<file path="config.mk">
export PLATFORM = sky130hd
export DESIGN_NAME = tick_counter_top
export DESIGN_NICKNAME = d
export VERILOG_FILES = /design/src/rtl/tick_counter_pkg.sv /design/src/rtl/cnt_cfg_regs.sv /design/src/rtl/event_counter.sv /design/src/rtl/tick_counter_top.sv /design/src/rtl/tick_prescaler.sv /design/src/rtl/vled_status.sv
export VERILOG_INCLUDE_DIRS = /design/src /design/src/include
export SDC_FILE = /design/constraint.sdc
export NUM_CORES = 1
export LEC_CHECK = 0
export BUFFER_PORTS_ARGS = -buffer_cell sky130_fd_sc_hd__buf_2
export CORE_ASPECT_RATIO = 1.4
export CORE_MARGIN = 10
export CORE_UTILIZATION = 40
export DETAILED_ROUTE_END_ITERATION = 8
export SLEW_MARGIN = 20
export SYNTH_ARGS = -nofsm -noshare
export SYNTH_HDL_FRONTEND = slang
export SYNTH_SLANG_ARGS = --single-unit
</file>
<file path="constraint.sdc">
create_clock -name clk_main_a0 -period 2.7 [get_ports clk_main_a0]
set_input_delay 0.135 -clock clk_main_a0 [delete_from_list [all_inputs] [get_ports clk_main_a0]]
set_output_delay 0.135 -clock clk_main_a0 [all_outputs]
set_load 0.05 [all_outputs]
</file>
<file path="src/include/tick_counter_defines.svh">
// Tick counter width macros

`ifndef TICK_COUNTER_DEFINES_SVH
`define TICK_COUNTER_DEFINES_SVH

//----------------------------------------
// Widths
//----------------------------------------

// Tick divider and prescaler count
`define TC_TICK_W 8

// Event counter, load value and watermark
`define TC_CNT_W 16

// Virtual LEDs and DIP switches
`define TC_LED_W 16

// Command data word
`define TC_DATA_W 16

`endif

</file>
<file path="src/rtl/tick_counter_pkg.sv">
// Tick counter types

`default_nettype none

`include "tick_counter_defines.svh"

package tick_counter_pkg;

  // Command opcodes
  typedef enum logic [2:0] {
    OP_NOP           = 3'd0,
    OP_SET_CTRL      = 3'd1,
    OP_SET_TICK      = 3'd2,
    OP_SET_LOAD      = 3'd3,
    OP_SET_WATERMARK = 3'd4,
    OP_SET_LED       = 3'd5,
    OP_LOAD          = 3'd6,
    OP_CLEAR         = 3'd7
  } cmd_op_e;

  // Single-cycle command strobe, no back-pressure
  typedef struct packed {
    logic                  strobe;
    cmd_op_e               op;
    logic [`TC_DATA_W-1:0] data;
  } cmd_t;

  // Counter configuration
  typedef struct packed {
    logic                 enable;
    logic                 oneshot;
    logic [`TC_TICK_W-1:0] tick_value;
    logic [`TC_CNT_W-1:0]  load_value;
    logic [`TC_CNT_W-1:0]  watermark;
  } cnt_cfg_t;

  // One-cycle control pulses
  typedef struct packed {
    logic load;
    logic clear;
  } cnt_pulse_t;

  // Observed counter state
  typedef struct packed {
    logic                  tick;
    logic                  ge_watermark;
    logic [`TC_TICK_W-1:0] tick_cnt;
    logic [`TC_CNT_W-1:0]  cnt;
  } cnt_status_t;

endpackage

`default_nettype wire

</file>
<file path="src/rtl/cnt_cfg_regs.sv">
// Command decode and config registers

`timescale 1ns/1ps
`default_nettype none

`include "tick_counter_defines.svh"

module cnt_cfg_regs (
  input  logic                       clk_main_a0,
  input  logic                       rst_main_n_sync,
  input  tick_counter_pkg::cmd_t     cmd,
  output tick_counter_pkg::cnt_cfg_t cfg,
  output tick_counter_pkg::cnt_pulse_t pulse,
  output logic [`TC_LED_W-1:0]       led_value
);

  //----------------------------------------
  // Configuration registers
  //----------------------------------------

  // Every strobe is taken, nothing stalls
  always_ff @(posedge clk_main_a0) begin
    if (!rst_main_n_sync) begin
      cfg       <= '0;
      led_value <= '0;
    end else if (cmd.strobe) begin
      case (cmd.op)
        tick_counter_pkg::OP_SET_CTRL: begin
          // Bit 0 enable, bit 1 one-shot
          cfg.enable  <= cmd.data[0];
          cfg.oneshot <= cmd.data[1];
        end
        tick_counter_pkg::OP_SET_TICK: begin
          // Low byte only
          cfg.tick_value <= cmd.data[`TC_TICK_W-1:0];
        end
        tick_counter_pkg::OP_SET_LOAD: begin
          cfg.load_value <= cmd.data[`TC_CNT_W-1:0];
        end
        tick_counter_pkg::OP_SET_WATERMARK: begin
          cfg.watermark <= cmd.data[`TC_CNT_W-1:0];
        end
        tick_counter_pkg::OP_SET_LED: begin
          led_value <= cmd.data[`TC_LED_W-1:0];
        end
        default: begin
          // NOP and pulse opcodes leave the fields alone
        end
      endcase
    end
  end

  //----------------------------------------
  // Load and clear pulses
  //----------------------------------------

  // High for one cycle per command
  always_ff @(posedge clk_main_a0) begin
    if (!rst_main_n_sync) begin
      pulse <= '0;
    end else begin
      pulse.load  <= cmd.strobe && (cmd.op == tick_counter_pkg::OP_LOAD);
      pulse.clear <= cmd.strobe && (cmd.op == tick_counter_pkg::OP_CLEAR);
    end
  end

endmodule

`default_nettype wire

</file>
<file path="src/rtl/event_counter.sv">
// Event counter with watermark

`timescale 1ns/1ps
`default_nettype none

`include "tick_counter_defines.svh"

module event_counter (
  input  logic                          clk_main_a0,
  input  logic                          rst_main_n_sync,
  input  tick_counter_pkg::cnt_cfg_t    cfg,
  input  tick_counter_pkg::cnt_pulse_t  pulse,
  input  logic                          tick,
  input  logic [`TC_TICK_W-1:0]         tick_cnt,
  output tick_counter_pkg::cnt_status_t status
);

  logic [`TC_CNT_W-1:0] cnt;
  logic                 cnt_at_max;
  logic                 ge_watermark;

  //----------------------------------------
  // Count register
  //----------------------------------------

  // All ones, the one-shot ceiling
  assign cnt_at_max = &cnt;

  // Priority clear, load, hold, tick
  // Tick already carries enable
  always_ff @(posedge clk_main_a0) begin
    if (!rst_main_n_sync) begin
      cnt <= '0;
    end else if (pulse.clear) begin
      cnt <= '0;
    end else if (pulse.load) begin
      // Taken even while disabled
      cnt <= cfg.load_value;
    end else if (!cfg.enable) begin
      cnt <= cnt;
    end else if (tick) begin
      // One-shot saturates, otherwise natural wrap to zero
      if (cfg.oneshot && cnt_at_max) begin
        cnt <= cnt;
      end else begin
        cnt <= cnt + 1'b1;
      end
    end
  end

  //----------------------------------------
  // Watermark and status
  //----------------------------------------

  // Inclusive compare
  assign ge_watermark = (cnt >= cfg.watermark);

  assign status.tick         = tick;
  assign status.ge_watermark = ge_watermark;
  assign status.tick_cnt     = tick_cnt;
  assign status.cnt          = cnt;

endmodule

`default_nettype wire

</file>
<file path="src/rtl/tick_counter_top.sv">
// Tick counter top level

`timescale 1ns/1ps
`default_nettype none

`include "tick_counter_defines.svh"

module tick_counter_top (
  input  logic                          clk_main_a0,
  input  logic                          rst_main_n_sync,
  input  tick_counter_pkg::cmd_t        cmd,
  input  logic [`TC_LED_W-1:0]          vdip,
  output tick_counter_pkg::cnt_status_t status,
  output logic [`TC_LED_W-1:0]          vled
);

  tick_counter_pkg::cnt_cfg_t   cfg;
  tick_counter_pkg::cnt_pulse_t pulse;
  logic [`TC_LED_W-1:0]         led_value;
  logic                         tick;
  logic [`TC_TICK_W-1:0]        tick_cnt;

  // Command decode feeds both branches
  cnt_cfg_regs u_cnt_cfg_regs (
    .clk_main_a0     (clk_main_a0),
    .rst_main_n_sync (rst_main_n_sync),
    .cmd             (cmd),
    .cfg             (cfg),
    .pulse           (pulse),
    .led_value       (led_value)
  );

  //----------------------------------------
  // Counter chain
  //----------------------------------------

  // Prescaler paces the counter
  tick_prescaler u_tick_prescaler (
    .clk_main_a0     (clk_main_a0),
    .rst_main_n_sync (rst_main_n_sync),
    .cfg             (cfg),
    .pulse           (pulse),
    .tick            (tick),
    .tick_cnt        (tick_cnt)
  );

  event_counter u_event_counter (
    .clk_main_a0     (clk_main_a0),
    .rst_main_n_sync (rst_main_n_sync),
    .cfg             (cfg),
    .pulse           (pulse),
    .tick            (tick),
    .tick_cnt        (tick_cnt),
    .status          (status)
  );

  // LED branch, independent of the counter
  vled_status u_vled_status (
    .clk_main_a0     (clk_main_a0),
    .rst_main_n_sync (rst_main_n_sync),
    .led_value       (led_value),
    .vdip            (vdip),
    .vled            (vled)
  );

endmodule

`default_nettype wire

</file>
<file path="src/rtl/tick_prescaler.sv">
// Tick prescaler

`timescale 1ns/1ps
`default_nettype none

`include "tick_counter_defines.svh"

module tick_prescaler (
  input  logic                         clk_main_a0,
  input  logic                         rst_main_n_sync,
  input  tick_counter_pkg::cnt_cfg_t   cfg,
  input  tick_counter_pkg::cnt_pulse_t pulse,
  output logic                         tick,
  output logic [`TC_TICK_W-1:0]        tick_cnt
);

  // Fires at or past the divider, so a lowered divider ticks at once
  assign tick = cfg.enable && (tick_cnt >= cfg.tick_value);

  // Clear first, then hold when disabled, else wrap or count
  // Load only touches the event count, so the prescaler runs through it
  always_ff @(posedge clk_main_a0) begin
    if (!rst_main_n_sync) begin
      tick_cnt <= '0;
    end else if (pulse.clear) begin
      tick_cnt <= '0;
    end else if (!cfg.enable) begin
      tick_cnt <= tick_cnt;
    end else if (tick) begin
      tick_cnt <= '0;
    end else begin
      tick_cnt <= tick_cnt + 1'b1;
    end
  end

endmodule

`default_nettype wire

</file>
<file path="src/rtl/vled_status.sv">
// Virtual LED status path

`timescale 1ns/1ps
`default_nettype none

`include "tick_counter_defines.svh"

module vled_status (
  input  logic                 clk_main_a0,
  input  logic                 rst_main_n_sync,
  input  logic [`TC_LED_W-1:0] led_value,
  input  logic [`TC_LED_W-1:0] vdip,
  output logic [`TC_LED_W-1:0] vled
);

  logic [`TC_LED_W-1:0] vdip_q;
  logic [`TC_LED_W-1:0] vdip_q2;
  logic [`TC_LED_W-1:0] led_q;
  logic [`TC_LED_W-1:0] led_shadow_q;

  //----------------------------------------
  // DIP synchronizer and output flop
  //----------------------------------------
  always_ff @(posedge clk_main_a0) begin
    if (!rst_main_n_sync) begin
      vdip_q  <= '0;
      vdip_q2 <= '0;
      vled    <= '0;
    end else begin
      // Two stages for the async DIP inputs
      vdip_q  <= vdip;
      vdip_q2 <= vdip_q;
      // LEDs masked by the synchronized switches
      vled    <= led_shadow_q & vdip_q2;
    end
  end

  // LED register, then its shadow
  always_ff @(posedge clk_main_a0) begin
    led_q        <= led_value;
    led_shadow_q <= led_q;
  end

endmodule

`default_nettype wire

</file>
* Word-level counts from Yosys, hierarchy flattened
Index checks and enable logic that the tools add are counted.
** Operators by class
- Reduce and logical (&&, ||, !) cells :: 14
- Add/sub/neg operators :: 2
- Multiplexer cells :: 5
- Bitwise operators :: 2
- Magnitude comparators :: 2
- Eq/ne operators :: 8
** Operators by type and width (number)
- 16-bit two-way mux :: 4
- 16-bit by 1-bit adder with 16-bit output (second input constant) :: 1
- 16-bit bitwise AND :: 1
- 16-bit >= comparator :: 1
- 16-bit AND reduction :: 1
- 3-bit equality test (second input constant) :: 4
- 2-bit AND reduction :: 5
- 8-bit by 1-bit adder with 8-bit output (second input constant) :: 1
- 8-bit >= comparator :: 1
- 8-bit two-way mux :: 1
- 3-bit by 2-bit equality test with 1-bit output (second input constant) :: 2
- 1-bit logical AND :: 4
- 2-bit nonzero test :: 2
- 3-bit by 1-bit equality test with 1-bit output (second input constant) :: 1
- 3-bit AND reduction :: 1
- 2-bit != test (second input constant) :: 1
- 2-bit OR reduction :: 1
- 1-bit NOT :: 1
** Word-level totals
- Register bits :: 164
- Word-level logic and storage cells :: 48
- Bits of input ports :: 38

* Logic depth before layout (Yosys ltp)
- Depth in word-level cells :: 6
- Mapped depth :: 9
- Mapped depth without buffers :: 8

* Hierarchy
From an unflattened synthesis, not the netlist that was laid out.
** Second synthesis, totals
- Cells, all modules :: 591
- Area, all modules :: 6229.7 um^2
** By module, submodules not included
- cnt_cfg_regs :: sequential area each 1201.2 um^2, area an instance 2222.1 um^2, cells each 216, instances 1
- vled_status :: sequential area each 1601.5 um^2, area an instance 1945.6 um^2, cells each 133, instances 1
- event_counter :: sequential area each 320.3 um^2, area an instance 1470.2 um^2, cells each 179, instances 1
- tick_prescaler :: sequential area each 160.2 um^2, area an instance 591.8 um^2, cells each 63, instances 1

* Worst setup path before layout
Ideal clock, no wire load.
- Path kind :: reg-to-reg
- Start :: reg u_tick_prescaler.tick_cnt[0]
- End :: reg u_event_counter.cnt[2]
- Required time :: 2.578 ns
- Slack :: 0.033 ns
- Library setup time :: 0.122 ns
- Period minus slack after synthesis :: 2.667 ns
- Cell stages (with the launch flop) :: 9
- Arrival :: 2.545 ns
- Path through :: dfxtp_1 inv_1 ha_1 nand2b_1 a2111o_1 a32oi_4 buf_8 nor4_1 o311a_1
** On the way
- Cells in the longest elaborated chain, start to end :: 4
** Ends and longest elaborated chain
- start: declaration :: line tick_prescaler.sv:14 : output logic [`TC_TICK_W-1:0] tick_cnt
- start signal: assignment :: line tick_prescaler.sv:28 : tick_cnt <= tick_cnt;
- start signal: assignment :: line tick_prescaler.sv:32 : tick_cnt <= tick_cnt + 1'b1;
- 8-bit >= comparator :: line tick_prescaler.sv:18 : assign tick = cfg.enable && (tick_cnt >= cfg.tick_value);
- 1-bit logical AND :: line tick_prescaler.sv:18
- 2-bit nonzero test (no source line)
- 3-bit AND reduction (no source line)
- end signal: assignment :: line event_counter.sv:40 : cnt <= cnt;
- end signal: assignment :: line event_counter.sv:44 : cnt <= cnt;
- end signal: assignment :: line event_counter.sv:46 : cnt <= cnt + 1'b1;
- end: declaration :: line event_counter.sv:18 : logic [`TC_CNT_W-1:0] cnt;
Every way passes these cells.
A chain may end at the register's enable or synchronous reset.

==> results.txt <==
- Setup TNS: 0 ps
- Number of library cell types mapped by synthesis: 52
- CTS buffer count: 17
- Ratio of routed vias to standard cells: about 4.9
- The routed design could run at a clock period as short as 2600 ps.
- Slowest-stage cell, CP: a2111oi_1
- Row generation in the floorplan step produced 53 rows.
* Final setup slack of the worst path: 101 ps
- The worst register-to-register path ends at u_event_counter.cnt[2].
- Number of sinks on the clock net: around 160
- Full die area: 20700 sq um
* R2r setup slk: approximately 470 ps
- The cell count after synthesis came out at between 600 and 700.
- Maximum number of buffers from clock root to sink: 2
* Dpl ws: about 420 ps
- The number of antenna violations at the first check in global routing came to 1.
* Initial DRC Count: around 200
- At the worst endpoint, the arrival time is roughly 2500 ps.
- Largest net degree at the start of global routing: 75
- Clk pin slew, worst setup/hold paths: about 70 ps
* Setup clock skew after layout: 6.35 ps
- Met3 layer usage reported by global route: under 10%
- Compared with the post-synthesis result, the final layout area differs by 22.7%.
- Crit. End Element: output port
- End-of-flow core utilization: about 50%
- Top Ports: 80
- For this run, the register share of the synthesized area comes to approximately 54%.
- Worst path cell trace: inv_1, ha_1, nand2b_1, a21o_1, a21o_1, a2111oi_1, buf_4, o41ai_1, buf_2
- Counting cells, the worst reg-to-reg path comes to 8.
* Critical path peak fanout: 5
- Net Count, Synth: just under 700
* Share of flip-flops with an asynchronous set or reset: 0%
- Counting both buffers and inverters, the worst setup path holds a total of 3.
* Clock tree from TritonCTS: yes
- Share of layout cells above drive strength 1: about 17%
- The worst hold path begins at cmd[15].
- In this run the tool buffered the top-level ports with 79 buffer cells.
* Worst slew margin relative to its limit: between 30% and 40%
- Met2 track demand over resource in global routing: about a quarter
* End point of the worst hold path: u_cnt_cfg_regs.cfg[31]
- Yosys attributes the largest share of cell area to dfxtp_1 (54%), nand2_1 (6.7%), ha_1 (5.3%).
- Floorplan die height: roughly 170 um
- Post-route DRC violation count: 0
* Worst flop-to-flop path startpoint: u_tick_prescaler.tick_cnt[0]
- Power spread over the standard cell area amounts to 684 nW/um^2.
- In the finished design, the share of the clock period the worst path needs comes to 96.3%.
* Most used flip-flop cell after synthesis: dfxtp_1
* Post-synth EDFFs: 0
* Number of flip-flops and latches in the synthesized netlist: about 160
- At the end of routability-driven placement, the weighted congestion stood at 0.784.
- Maximum level of the CTS H-tree: 4
- Post-synth top area share: ~54%
- The tightest hold path in the finished design has a slack of between 20 and 25 ps.
- By startpoint and endpoint, the worst setup path is classified as flip-flop to output port.
- Total wirelength of the detailed-routed design: roughly 14 mm
- Slew Limit Fails: 0
- Netlist area before placement: 6130 sq um
- At the worst endpoint, the required time is 2570 ps.
* Final HPWL from detailed placement: roughly 11 mm
- Clock insertion delay at the later pin of the skew report: 420 ps
- Least-Margin Pin Slew: around 930 ps
- Core area: roughly 15000 sq um
- Setup violators final: 0
- The kind of cell with the highest combined delay along the critical path is compound AO/OA/AOI/OAI gates.
- Number of nets still failing antenna checks after routing: 0
- Via Count: roughly 4600
- Starting Density: approximately two fifths
- In this run the static leakage power is 3.04 nW.
* Largest vdd supply drop: approximately 0.38 mV
- The total count of hold-check failures in the final report was 0.
- Total iterations of the first detailed-routing run: 4
- Type of the worst min-delay path: primary input to flip-flop
* Synthesized area divided by synthesized cell count: a little under 10 sq um
- Global routing consumed, over all layers together, roughly 14% of the routing resources.
- Aggregate global routing overflow: 0
- FMAX: between 300 and 400 MHz
* DIE WIDTH: between 100 and 150 um
* Wire length of the first global-routing pass: roughly 23 mm
- For met1 alone, demand over resource in global routing was between 10 and 15%.
* Grt peak-use layer: met2
- Nets: between 700 and 800
* Maxcap violations: 0
* Root Buffer: clkbuf_16
- Yosys printed 0 warnings.
- Setup repair after global routing could not meet its margin everywhere.
- CP startpoint kind: flip-flop
* CP startpoint: u_event_counter.cnt[0]
- Highest cell delay on the worst timing path: between 300 and 400 ps
* Top cell type by total area after synthesis: dfxtp_1
- Detail-routed net length per standard cell: approximately 15 um
- Counting stages on the worst path, the most repeated cell is a21o_1.
- Vias in the first global route: 4609
* Status: finished, final reports clean
- The worst hold path was traced through 3 stages.
-- cells in the final DEF (no fill, tap or decap), types with 11 or more instances in the layout --
master,count
nor2_1,18
and2_1,34
nand2_1,109
clkbuf_16,17
buf_2,79
nor2b_1,12
a21boi_0,18
inv_1,27
nand4_1,11
mux2i_1,11
a31oi_1,11
a21boi_1,30
o21ai_0,13
ha_1,26
dlygate4sd3_1,23
dfxtp_1,163
and3_1,24
-- per-stage QoR --
| stage | power [mW] | instance area, sq um | cells |
|---|---|---|---|
| after floorplan | 2.72 | 6130 | 630 |
| after global placement | 2.82 | 6690 | 878 |
| after detailed placement | 2.82 | 6690 | 878 |
| after CTS | 5.21 | 7510 | 933 |
| after global routing | 5.33 | 7520 | 934 |
| final | 5.15 | 7520 | 934 |
-- per-layer routing --
layer  share of wire (%)  vias up  routed length (um)
met1                  42     2138                6080
li1                    -     2344                   -
met4                 1.5        0                 215
met2                  52       94                7450
met3                 4.9       16                 711
met5                   0        -                   0
-- where the power goes --
part	internal [mW]	switching, mW	leakage, nW
Clock	1.37	0.989	0.277
Sequential	2.48	0.0269	1.33
Combinational	0.122	0.168	1.44
-- kinds of logic after synthesis --
group           after synthesis  share of synthesized area, %
fa+ha+maj                    26                          5.31
simple gates                250                          20.8
buf+inv                      61                          4.22
compound gates              111                          13.4
mux                          11                          1.80
flops                       164                          53.6
xor+xnor                      7                          1.00
-- tightest hold or removal path, delay by kind of cell --
kind,cells,cell delay [ps]
and+or+nand+nor,1,60
buffers and inverters,1,140
AOI/OAI and AO/OA,1,50
-- registers in the layout, indices dropped and copies added (netlist names) --
name,cells
u_vled_status.vled,16
u_cnt_cfg_regs.pulse,2
u_vled_status.led_q,16
u_tick_prescaler.tick_cnt,8
u_vled_status.vdip_q,16
u_cnt_cfg_regs.cfg,42
u_vled_status.led_shadow_q,16
u_vled_status.vdip_q2,16
u_event_counter.cnt,16
u_cnt_cfg_regs.led_value,16
-- synth_stat cells, types with 6 or more instances --
master,n
dfxtp_1,164
a21boi_1,30
a21boi_0,18
nor2_1,18
xor2_1,6
nand4_1,11
and2_1,34
nand2_1,109
nand3_1,8
nand2b_1,10
inv_1,27
or4_1,6
ha_1,26
o31ai_1,6
clkbuf_1,26
a31oi_1,11
nor2b_1,12
and3_1,24
o21ai_0,13
mux2i_1,11
-- timing repair --
item,CTS,global route
hold endpoints to repair,33,0
endpoints found under the setup margin,0,2
gates resized for setup,0,3
buffers inserted,0,0
hold buffers,23,0
-- how the worst max path moves through the flow --
| stage | cells after the start | to |
|---|---|---|
| finish | 9 | status[24] |
| floorplan | 8 | u_event_counter.cnt[2] |
| CTS | 9 | status[24] |
| detailed placement | 8 | u_event_counter.cnt[2] |
| global placement | 8 | u_event_counter.cnt[6] |
| global route | 9 | status[24] |
-- final cells by class --
type | count | area [sq um]
flip-flops and latches | 164 | 3280
clock inverters | 11 | 120
repair buffers | 112 | 704
clock buffers | 21 | 470
multi-input cells | 405 | 2590
inverters | 28 | 108
diodes | 1 | 2.50
well taps | 192 | 240
fillers | 1394 | 7530
No activity file was read; power rests on OpenSTA's default activity.
